File: src/iq_squelch_pkg.sv
// iq squelch shared package: widths, channel count, register map and reset values
`default_nettype none

package iq_squelch_pkg;

  // sample and magnitude widths
  localparam int SAMPLE_W = 12;
  localparam int MAG_W    = 16;
  localparam int HANG_W   = 8;
  localparam int NUM_CH   = 4;

  // largest magnitude the approximation can produce, |-2048| + 2048/2
  localparam int MAG_MAX = (2 ** (SAMPLE_W - 1)) * 3 / 2;

  // one I/Q pair, I in the upper half
  typedef logic [2*SAMPLE_W-1:0] iq_sample_t;

  // apb byte addresses
  localparam logic [3:0] ADDR_THRESH = 4'h0;
  localparam logic [3:0] ADDR_HANG   = 4'h4;
  localparam logic [3:0] ADDR_ENABLE = 4'h8;
  localparam logic [3:0] ADDR_STATUS = 4'hC;

  // settings after reset
  localparam logic [MAG_W-1:0]  RST_THRESH = 16;
  localparam logic [HANG_W-1:0] RST_HANG   = 7;
  localparam logic [NUM_CH-1:0] RST_ENABLE = '1;

endpackage

`default_nettype wire

File: src/iq_magnitude.sv
// complex magnitude estimate of one IQ sample, larger plus half the smaller
`timescale 1ns/1ps
`default_nettype none

module iq_magnitude
  import iq_squelch_pkg::*;
(
  input  wire logic                       clk,
  input  wire logic                       rst_n,
  input  wire logic signed [SAMPLE_W-1:0] i_in,
  input  wire logic signed [SAMPLE_W-1:0] q_in,
  output logic             [MAG_W-1:0]    mag
);

  logic [SAMPLE_W-1:0] abs_i_c;
  logic [SAMPLE_W-1:0] abs_q_c;
  logic [SAMPLE_W-1:0] abs_i;
  logic [SAMPLE_W-1:0] abs_q;
  logic [SAMPLE_W-1:0] larger;
  logic [SAMPLE_W-1:0] smaller;

  // -2048 maps to 2048, still fits unsigned
  assign abs_i_c = i_in[SAMPLE_W-1] ? SAMPLE_W'(-i_in) : SAMPLE_W'(i_in);
  assign abs_q_c = q_in[SAMPLE_W-1] ? SAMPLE_W'(-q_in) : SAMPLE_W'(q_in);

  assign larger  = (abs_i >= abs_q) ? abs_i : abs_q;
  assign smaller = (abs_i >= abs_q) ? abs_q : abs_i;

  // stage 1, absolute values
  always_ff @(posedge clk) begin
    if (!rst_n) begin
      abs_i <= '0;
      abs_q <= '0;
    end else begin
      abs_i <= abs_i_c;
      abs_q <= abs_q_c;
    end
  end

  // stage 2, max + min/2
  always_ff @(posedge clk) begin
    if (!rst_n) begin
      mag <= '0;
    end else begin
      mag <= MAG_W'(larger) + MAG_W'(smaller >> 1);
    end
  end

endmodule

`default_nettype wire

File: src/boxcar_avg.sv
// boxcar moving average of the magnitude over a power-of-two window
`timescale 1ns/1ps
`default_nettype none

module boxcar_avg
  import iq_squelch_pkg::*;
#(
  parameter int AVG_POWER = 4
) (
  input  wire logic             clk,
  input  wire logic             rst_n,
  input  wire logic [MAG_W-1:0] din,
  output logic      [MAG_W-1:0] avg
);

  localparam int WINDOW = 2 ** AVG_POWER;
  localparam int SUM_W  = MAG_W + AVG_POWER;
  localparam logic [SUM_W-1:0] SUM_MAX = SUM_W'(WINDOW * MAG_MAX);

  logic [MAG_W-1:0] window [WINDOW];
  logic [SUM_W-1:0] sum;

  //////////////////////////////////////////////////
  // window history and running sum
  //////////////////////////////////////////////////

  always_ff @(posedge clk) begin
    if (!rst_n) begin
      for (int k = 0; k < WINDOW; k++) begin
        window[k] <= '0;
      end
      sum <= '0;
    end else begin
      window[0] <= din;
      for (int k = 1; k < WINDOW; k++) begin
        window[k] <= window[k-1];
      end
      // add newest, drop the one leaving the window
      sum <= sum + SUM_W'(din) - SUM_W'(window[WINDOW-1]);
    end
  end

  // integer mean of the registered sum
  assign avg = sum[SUM_W-1:AVG_POWER];

  // the magnitude stage bounds every input, so the sum is bounded too
  a_sum_bounded : assert property (
    @(posedge clk) disable iff (!rst_n) sum <= SUM_MAX
  ) else $error("boxcar sum out of range");

endmodule

`default_nettype wire

File: src/sample_delay.sv
// fixed-depth delay line for any packed payload
`timescale 1ns/1ps
`default_nettype none

module sample_delay #(
  parameter int  DEPTH = 24,
  parameter type T     = logic
) (
  input  wire logic clk,
  input  wire logic rst_n,
  input  wire T     din,
  output T          dout
);

  T stages [DEPTH];

  always_ff @(posedge clk) begin
    if (!rst_n) begin
      for (int k = 0; k < DEPTH; k++) begin
        stages[k] <= '0;
      end
    end else begin
      stages[0] <= din;
      for (int k = 1; k < DEPTH; k++) begin
        stages[k] <= stages[k-1];
      end
    end
  end

  // oldest stage
  assign dout = stages[DEPTH-1];

endmodule

`default_nettype wire

File: src/squelch_gate.sv
// squelch gate for one channel with threshold compare, hang counter and valid gating
`timescale 1ns/1ps
`default_nettype none

module squelch_gate
  import iq_squelch_pkg::*;
(
  input  wire logic                       clk,
  input  wire logic                       rst_n,
  input  wire logic        [MAG_W-1:0]    avg,
  input  wire logic        [MAG_W-1:0]    threshold,
  input  wire logic        [HANG_W-1:0]   hang_len,
  input  wire logic                       enable,
  input  wire logic                       valid_dly,
  input  wire logic signed [SAMPLE_W-1:0] i_dly,
  input  wire logic signed [SAMPLE_W-1:0] q_dly,
  output logic                            valid_out,
  output logic signed      [SAMPLE_W-1:0] i_out,
  output logic signed      [SAMPLE_W-1:0] q_out,
  output logic                            gate_open
);

  logic              pass;
  logic [HANG_W-1:0] hang_cnt;

  assign pass      = avg > threshold;
  assign gate_open = pass || (hang_cnt < hang_len);

  // hang counter starts saturated so the gate is closed out of reset
  always_ff @(posedge clk) begin
    if (!rst_n) begin
      hang_cnt <= '1;
    end else if (pass) begin
      hang_cnt <= '0;
    end else if (hang_cnt < hang_len) begin
      hang_cnt <= hang_cnt + 1'b1;
    end
  end

  // only valid is gated and data always flows
  always_ff @(posedge clk) begin
    if (!rst_n) begin
      valid_out <= 1'b0;
    end else begin
      valid_out <= valid_dly && gate_open && enable;
    end
  end

  always_ff @(posedge clk) begin
    i_out <= i_dly;
    q_out <= q_dly;
  end

  // a cleared counter holds the gate open in the cycle after pass
  a_hang_clear : assert property (
    @(posedge clk) disable iff (!rst_n) pass ##1 (hang_len != '0) |-> gate_open
  ) else $error("gate not held open in the cycle after pass");

endmodule

`default_nettype wire

File: src/squelch_channel.sv
// one squelch channel: magnitude, boxcar average, sample delay and gate
`timescale 1ns/1ps
`default_nettype none

module squelch_channel
  import iq_squelch_pkg::*;
#(
  parameter int DELAY     = 24,
  parameter int AVG_POWER = 4
) (
  input  wire logic                       clk,
  input  wire logic                       rst_n,
  input  wire logic                       valid_in,
  input  wire logic signed [SAMPLE_W-1:0] i_in,
  input  wire logic signed [SAMPLE_W-1:0] q_in,
  output logic                            valid_out,
  output logic signed      [SAMPLE_W-1:0] i_out,
  output logic signed      [SAMPLE_W-1:0] q_out,
  input  wire logic        [MAG_W-1:0]    threshold,
  input  wire logic        [HANG_W-1:0]   hang_len,
  input  wire logic                       enable,
  output logic                            gate_open
);

  logic [MAG_W-1:0] mag;
  logic [MAG_W-1:0] avg;
  iq_sample_t       iq_dly;
  logic             valid_dly;

  //////////////////////////////////////////////////
  // level detect
  //////////////////////////////////////////////////

  iq_magnitude i_mag (
    .clk   (clk),
    .rst_n (rst_n),
    .i_in  (i_in),
    .q_in  (q_in),
    .mag   (mag)
  );

  boxcar_avg #(.AVG_POWER(AVG_POWER)) i_avg (
    .clk   (clk),
    .rst_n (rst_n),
    .din   (mag),
    .avg   (avg)
  );

  //////////////////////////////////////////////////
  // look-ahead delay of samples and valid
  //////////////////////////////////////////////////

  sample_delay #(.DEPTH(DELAY), .T(iq_sample_t)) i_iq_dly (
    .clk   (clk),
    .rst_n (rst_n),
    .din   ({i_in, q_in}),
    .dout  (iq_dly)
  );

  sample_delay #(.DEPTH(DELAY), .T(logic)) i_valid_dly (
    .clk   (clk),
    .rst_n (rst_n),
    .din   (valid_in),
    .dout  (valid_dly)
  );

  squelch_gate i_gate (
    .clk       (clk),
    .rst_n     (rst_n),
    .avg       (avg),
    .threshold (threshold),
    .hang_len  (hang_len),
    .enable    (enable),
    .valid_dly (valid_dly),
    .i_dly     (iq_dly[2*SAMPLE_W-1:SAMPLE_W]),
    .q_dly     (iq_dly[SAMPLE_W-1:0]),
    .valid_out (valid_out),
    .i_out     (i_out),
    .q_out     (q_out),
    .gate_open (gate_open)
  );

endmodule

`default_nettype wire

File: src/squelch_apb_regs.sv
// APB register block holding the squelch settings and the gate status
`timescale 1ns/1ps
`default_nettype none

module squelch_apb_regs
  import iq_squelch_pkg::*;
(
  input  wire logic              clk,
  input  wire logic              rst_n,
  input  wire logic              psel,
  input  wire logic              penable,
  input  wire logic              pwrite,
  input  wire logic [3:0]        paddr,
  input  wire logic [31:0]       pwdata,
  output logic      [31:0]       prdata,
  output logic                   pready,
  output logic                   pslverr,
  input  wire logic [NUM_CH-1:0] gate_open,
  output logic      [MAG_W-1:0]  threshold,
  output logic      [HANG_W-1:0] hang_len,
  output logic      [NUM_CH-1:0] ch_enable
);

  logic access;
  logic mapped;
  logic wr_ok;

  // no wait states
  assign pready = 1'b1;

  assign access = psel && penable;
  assign mapped = (paddr == ADDR_THRESH) || (paddr == ADDR_HANG) ||
                  (paddr == ADDR_ENABLE) || (paddr == ADDR_STATUS);

  // status is read only
  assign pslverr = access && (!mapped || (pwrite && paddr == ADDR_STATUS));
  assign wr_ok   = access && pwrite && !pslverr;

  //////////////////////////////////////////////////
  // settings
  //////////////////////////////////////////////////

  always_ff @(posedge clk) begin
    if (!rst_n) begin
      threshold <= RST_THRESH;
      hang_len  <= RST_HANG;
      ch_enable <= RST_ENABLE;
    end else if (wr_ok) begin
      case (paddr)
        ADDR_THRESH: threshold <= pwdata[MAG_W-1:0];
        ADDR_HANG:   hang_len  <= pwdata[HANG_W-1:0];
        ADDR_ENABLE: ch_enable <= pwdata[NUM_CH-1:0];
        default: ;
      endcase
    end
  end

  // read mux, valid during the access cycle
  always_comb begin
    prdata = '0;
    case (paddr)
      ADDR_THRESH: prdata[MAG_W-1:0]  = threshold;
      ADDR_HANG:   prdata[HANG_W-1:0] = hang_len;
      ADDR_ENABLE: prdata[NUM_CH-1:0] = ch_enable;
      ADDR_STATUS: prdata[NUM_CH-1:0] = gate_open;
      default: ;
    endcase
  end

  a_penable_psel : assert property (
    @(posedge clk) disable iff (!rst_n) penable |-> psel
  ) else $error("penable without psel");

endmodule

`default_nettype wire

File: src/iq_squelch_top.sv
// four-channel IQ squelch gate with APB control
`timescale 1ns/1ps
`default_nettype none

module iq_squelch_top
  import iq_squelch_pkg::*;
#(
  parameter int DELAY     = 24,
  parameter int AVG_POWER = 4
) (
  input  wire logic                       clk,
  input  wire logic                       rst_n,
  // samples in, channel 0 in the lowest slice
  input  wire logic [NUM_CH-1:0]          valid_in,
  input  wire logic [NUM_CH*SAMPLE_W-1:0] i_in,
  input  wire logic [NUM_CH*SAMPLE_W-1:0] q_in,
  // samples out
  output logic      [NUM_CH-1:0]          valid_out,
  output logic      [NUM_CH*SAMPLE_W-1:0] i_out,
  output logic      [NUM_CH*SAMPLE_W-1:0] q_out,
  // apb slave
  input  wire logic                       psel,
  input  wire logic                       penable,
  input  wire logic                       pwrite,
  input  wire logic [3:0]                 paddr,
  input  wire logic [31:0]                pwdata,
  output logic      [31:0]                prdata,
  output logic                            pready,
  output logic                            pslverr
);

  logic [MAG_W-1:0]  threshold;
  logic [HANG_W-1:0] hang_len;
  logic [NUM_CH-1:0] ch_enable;
  logic [NUM_CH-1:0] gate_open;

  squelch_apb_regs i_regs (
    .clk       (clk),
    .rst_n     (rst_n),
    .psel      (psel),
    .penable   (penable),
    .pwrite    (pwrite),
    .paddr     (paddr),
    .pwdata    (pwdata),
    .prdata    (prdata),
    .pready    (pready),
    .pslverr   (pslverr),
    .gate_open (gate_open),
    .threshold (threshold),
    .hang_len  (hang_len),
    .ch_enable (ch_enable)
  );

  // one pipeline per channel
  for (genvar n = 0; n < NUM_CH; n++) begin : g_ch
    squelch_channel #(
      .DELAY     (DELAY),
      .AVG_POWER (AVG_POWER)
    ) i_ch (
      .clk       (clk),
      .rst_n     (rst_n),
      .valid_in  (valid_in[n]),
      .i_in      (i_in[n*SAMPLE_W +: SAMPLE_W]),
      .q_in      (q_in[n*SAMPLE_W +: SAMPLE_W]),
      .valid_out (valid_out[n]),
      .i_out     (i_out[n*SAMPLE_W +: SAMPLE_W]),
      .q_out     (q_out[n*SAMPLE_W +: SAMPLE_W]),
      .threshold (threshold),
      .hang_len  (hang_len),
      .enable    (ch_enable[n]),
      .gate_open (gate_open[n])
    );
  end

endmodule

`default_nettype wire

File: config.mk
export PLATFORM = sky130hd
export DESIGN_NAME = iq_squelch_top
export DESIGN_NICKNAME = d
export VERILOG_FILES = /design/src/iq_squelch_pkg.sv /design/src/iq_magnitude.sv /design/src/boxcar_avg.sv /design/src/sample_delay.sv /design/src/squelch_gate.sv /design/src/squelch_channel.sv /design/src/squelch_apb_regs.sv /design/src/iq_squelch_top.sv
export SDC_FILE = /design/constraint.sdc
export NUM_CORES = 2
export LEC_CHECK = 0
export ABC_CLOCK_PERIOD_IN_PS = 13240
export BUFFER_PORTS_ARGS = -buffer_cell sky130_fd_sc_hd__buf_2
export CELL_PAD_IN_SITES_DETAIL_PLACEMENT = 1
export CELL_PAD_IN_SITES_GLOBAL_PLACEMENT = 1
export CORE_UTILIZATION = 45
export DETAILED_ROUTE_END_ITERATION = 8
export PLACE_DENSITY_LB_ADDON = 0.1
export RECOVER_POWER = 50
export SLEW_MARGIN = 15
export SYNTH_ARGS = -nofsm -noshare
export SYNTH_HDL_FRONTEND = slang
export SYNTH_SLANG_ARGS = --single-unit
File: constraint.sdc
create_clock -name clk -period 13.24 [get_ports clk]
set_clock_uncertainty 0.05 [all_clocks]
set_input_delay 2.648 -clock clk [delete_from_list [all_inputs] [get_ports clk]]
set_output_delay 2.648 -clock clk [all_outputs]
set_load 0.02 [all_outputs]
==> metrics.md <==
| Metric | Value |
|---|---|
| Outcome | finished, violations left |
| Failing checks | max-capacitance violations, max-slew violations |
| Worst Min Path Start | g_ch[1].i_ch.i_iq_dly.stages[23][17] |
| Critical-path cell list | buf_12 > clkinvlp_2 > buf_12 > nor4_1 > a311oi_1 > o311ai_1 |
| WP data arrival | 9.44 ns |
| Initial Util | 45.4% |
| Relative slew slack | -241% |
| Final setup fails | 0 |
| Placed instance count | 12500 |
| Core Area | 241000 µm² |
| DRT Pass-1 Iters | 4 |
| Die Area | 245000 µm² |
| Global-route wire length before repair | 300000 µm |
| TritonCTS Sinks | 3612 |
| Final ANT Viol Nets | 0 |
| Pin count of the biggest net entering global routing | 281 |
| Mapped cell area | 109000 µm² |
| Fillers | 24900 |
| Distinct cell type count after synthesis | 71 |
| Post-route clock period utilization | 65.8% |
| Worst-path clk slew | 0.06 ns |
| Final Total Pwr | 25.0 mW |
| P per Cell Area | 200 nW/µm² |
| Finished Cell Area | 125000 µm² |
| Most used DFF post-synth | dfxtp_1 |
| Fin cells | 13200 |
| TNS Setup | 0 ns |
| MaxCap Viol Count | 12 |
| Worst setup EP type | flip-flop |
| CTS tree | done |
| Number of port buffers | 241 |
| Worst-margin pin slew | 5.11 ns |
| Most frequent cell on the critical path | buf_12 |
| Routed len/inst | 13.7 µm |
| Rows | 180 |
| Share of layout cells above drive strength 1 | 7.37% |
| Sequential share of the synthesized area | 66.1% |
| Placed Area | 113000 µm² |
| RSZ-0062 raised after global routing | no |
| DRT Wirelength | 180000 µm |
| Crit path from | rst_n |
| Remaining DRCs | 0 |
| Deepest clock path buffer count | 4 |
| Synth area leaders | dfxtp_1 66%, and2_1 18%, ha_1 3.2% |
| Critical Path Fanout Max | 217 |
| R2R setup slack | 8.18 ns |
| Vias in the first global route | 59700 |
| Async SR Flop Fraction | 0% |
| Synth cell count leaders | 3612 x dfxtp_1, 3179 x and2_1, 421 x clkbuf_1 |
| Total global-route track usage | 14.8% |
| Root buffer cell | clkbuf_16 |
| Endpoints failing hold | 0 |
| H-tree depth | 5 |
| Final hold slack | 0.265 ns |
| Initial drt markers | 2396 |
| Static Leak | 52.5 nW |
| Syn avg cell area | 11.5 µm² |
| Vias post-DR | 58700 |
| I/O pin count | 275 |
| Worst Hold Class | flip-flop to flip-flop |
| Final Critical Period | 8.72 ns |
| Yosys Warn Count | 0 |
| Slowest cell on crit path | clkinvlp_2 |
| Setup Buffers After CTS | 0 |
| Max stage delay on crit path | 3.98 ns |
| Most common cell in the netlist | dfxtp_1 |
| FMAX | 0.115 GHz |
| #FFs+latches synth | 3612 |
| Crit path max-delay family | buffers and inverters |
| FF-to-FF Start | g_ch[3].i_ch.i_mag.abs_q[0] |
| HPWL Detailed | 110000 µm |
| Worst skew pair latency | 0.94 ns |
| Post-CTS Resized | 0 |
| CP Data Required Time | 13.97 ns |
| Startpoint types | input pin |
| Initial antenna violation count | 49 |
| Top cell type's share of synthesized area | 66.1% |
| Die Span X | 495 µm |
| GPL Wtd Cong | 0.795 |
| Number of buffer and inverter stages on the critical path | 3 |
| Die height | 495 µm |
| Leading area contributor after synthesis | dfxtp_1 |
| Max-slew violations | 1304 |
| Layout area overhead | 14.5% |
| Final #Nets | 10200 |
| Post-synth EDFFs | 0 |
| Via density | 4.44 |
| Hold buffer count at CTS | 0 |
| WS Path Type | input pin to flip-flop |
| Total global routing overflow | 0 |
| Num CTS Buffers | 375 |
| VDD IR-drop max | 0.112 mV |
| Synth Instances | 9503 |
-- per-layer routing --
layer  up-vias  track usage [%]  wire [µm]
li1      30000                -          -
met4         8             6.39       6970
met1     27500             18.7      83100
met5         -                0         53
met2       752             24.3      82800
met3       432             3.21       7540
-- registers in the layout (all words and copies together), names as in the netlist --
signal	cells
i_regs.threshold	16
g_ch.i_ch.i_mag.abs_i	48
g_ch.i_ch.i_iq_dly.stages	2296
g_ch.i_ch.i_valid_dly.stages	96
i_regs.hang_len	8
g_ch.i_ch.i_avg.window	832
g_ch.i_ch.i_gate.i_out	48
g_ch.i_ch.i_gate.q_out	48
g_ch.i_ch.i_gate.hang_cnt	32
g_ch.i_ch.i_avg.sum	80
g_ch.i_ch.i_mag.abs_q	48
g_ch.i_ch.i_mag.mag	52
i_regs.ch_enable	4
g_ch.i_ch.i_gate.valid_out	4
-- cell usage in the layout (no fill, tap or decap), types with 14 or more instances in the layout --
master and n:
xor2_1 127, o31ai_1 29, ha_1 276, and2_1 2563, fa_1 56, o211ai_1 20
xnor2_1 53, nor4_1 15, o21ai_1 92, nor2b_1 35, mux2i_1 41, nand2_1 182
nand2b_1 32, a31oi_1 14, nor2_1 317, clkbuf_8 82, buf_2 139, dfxtp_1 3612
o21a_1 31, buf_4 17, or3_1 14, o21ai_0 75, bufinv_16 21, and2_0 616
nand3_1 37, diode_2 22, a211oi_1 19, conb_1 17, nor3_1 37, inv_1 355
clkbuf_16 382, mux2_1 48, nand4_1 23, clkbuf_1 198, a21oi_1 132, a21o_1 57
clkinv_2 63
-- path summary, 6_finish.rpt --
path,end,cells after the start
max,g_ch[1].i_ch.i_avg.sum[19],6
min,g_ch[1].i_ch.i_gate.i_out[5],0
max reg2reg,g_ch[3].i_ch.i_mag.mag[12],16
min reg2reg,g_ch[1].i_ch.i_gate.i_out[5],0
-- worst register-to-register path, cell delays in order (launching register included) --
cell       delay, ns
dfxtp_1         0.36
ha_1            0.29
nand2b_1        0.11
a2111oi_0       0.13
or4_1           0.51
a32oi_2         0.56
buf_4           0.38
mux2_1          0.39
ha_1            0.25
fa_1            0.42
a21o_1          0.20
a21boi_1        0.23
o31ai_1         0.16
o41ai_1         0.46
inv_1           0.08
a21oi_1         0.16
nor3_1          0.05
-- power breakdown --
group	internal, mW	switching, mW
sequential	11.2	0.204
combinational	1.42	2.01
clock	6.14	4.01
-- kinds of logic after synthesis --
kind of cell,Yosys count,share of synthesized area (%)
other cells,2,0.00687
compound gates,559,3.23
simple gates,3928,21.3
mux,89,0.870
flops,3612,66.1
fa+ha+maj,332,4.18
xor+xnor,180,1.44
buf+inv,801,2.83
-- metrics by stage --
step / utilization (%) / worst slack [ns]
floorplan: - / 6.74
global placement: 47.0 / 6.47
detailed placement: 47.0 / 6.46
CTS: 52.0 / 6.33
global route: 51.9 / 3.71
finish: 51.9 / 4.52
-- area by class of cell --
class                           count  area, µm²  area share, %
Clock buffer                      550      11000           8.80
Timing Repair Buffer              272       1320           1.06
Clock inverter                    103       1120          0.896
Inverter                          356       1340           1.07
Tap cell                         3185       3990           3.18
Antenna cell                       22       55.1         0.0440
Multi-Input combinational cell   5105      34000           27.2
Sequential cell                  3612      72300           57.8
Power figures use the tool's default switching activity.
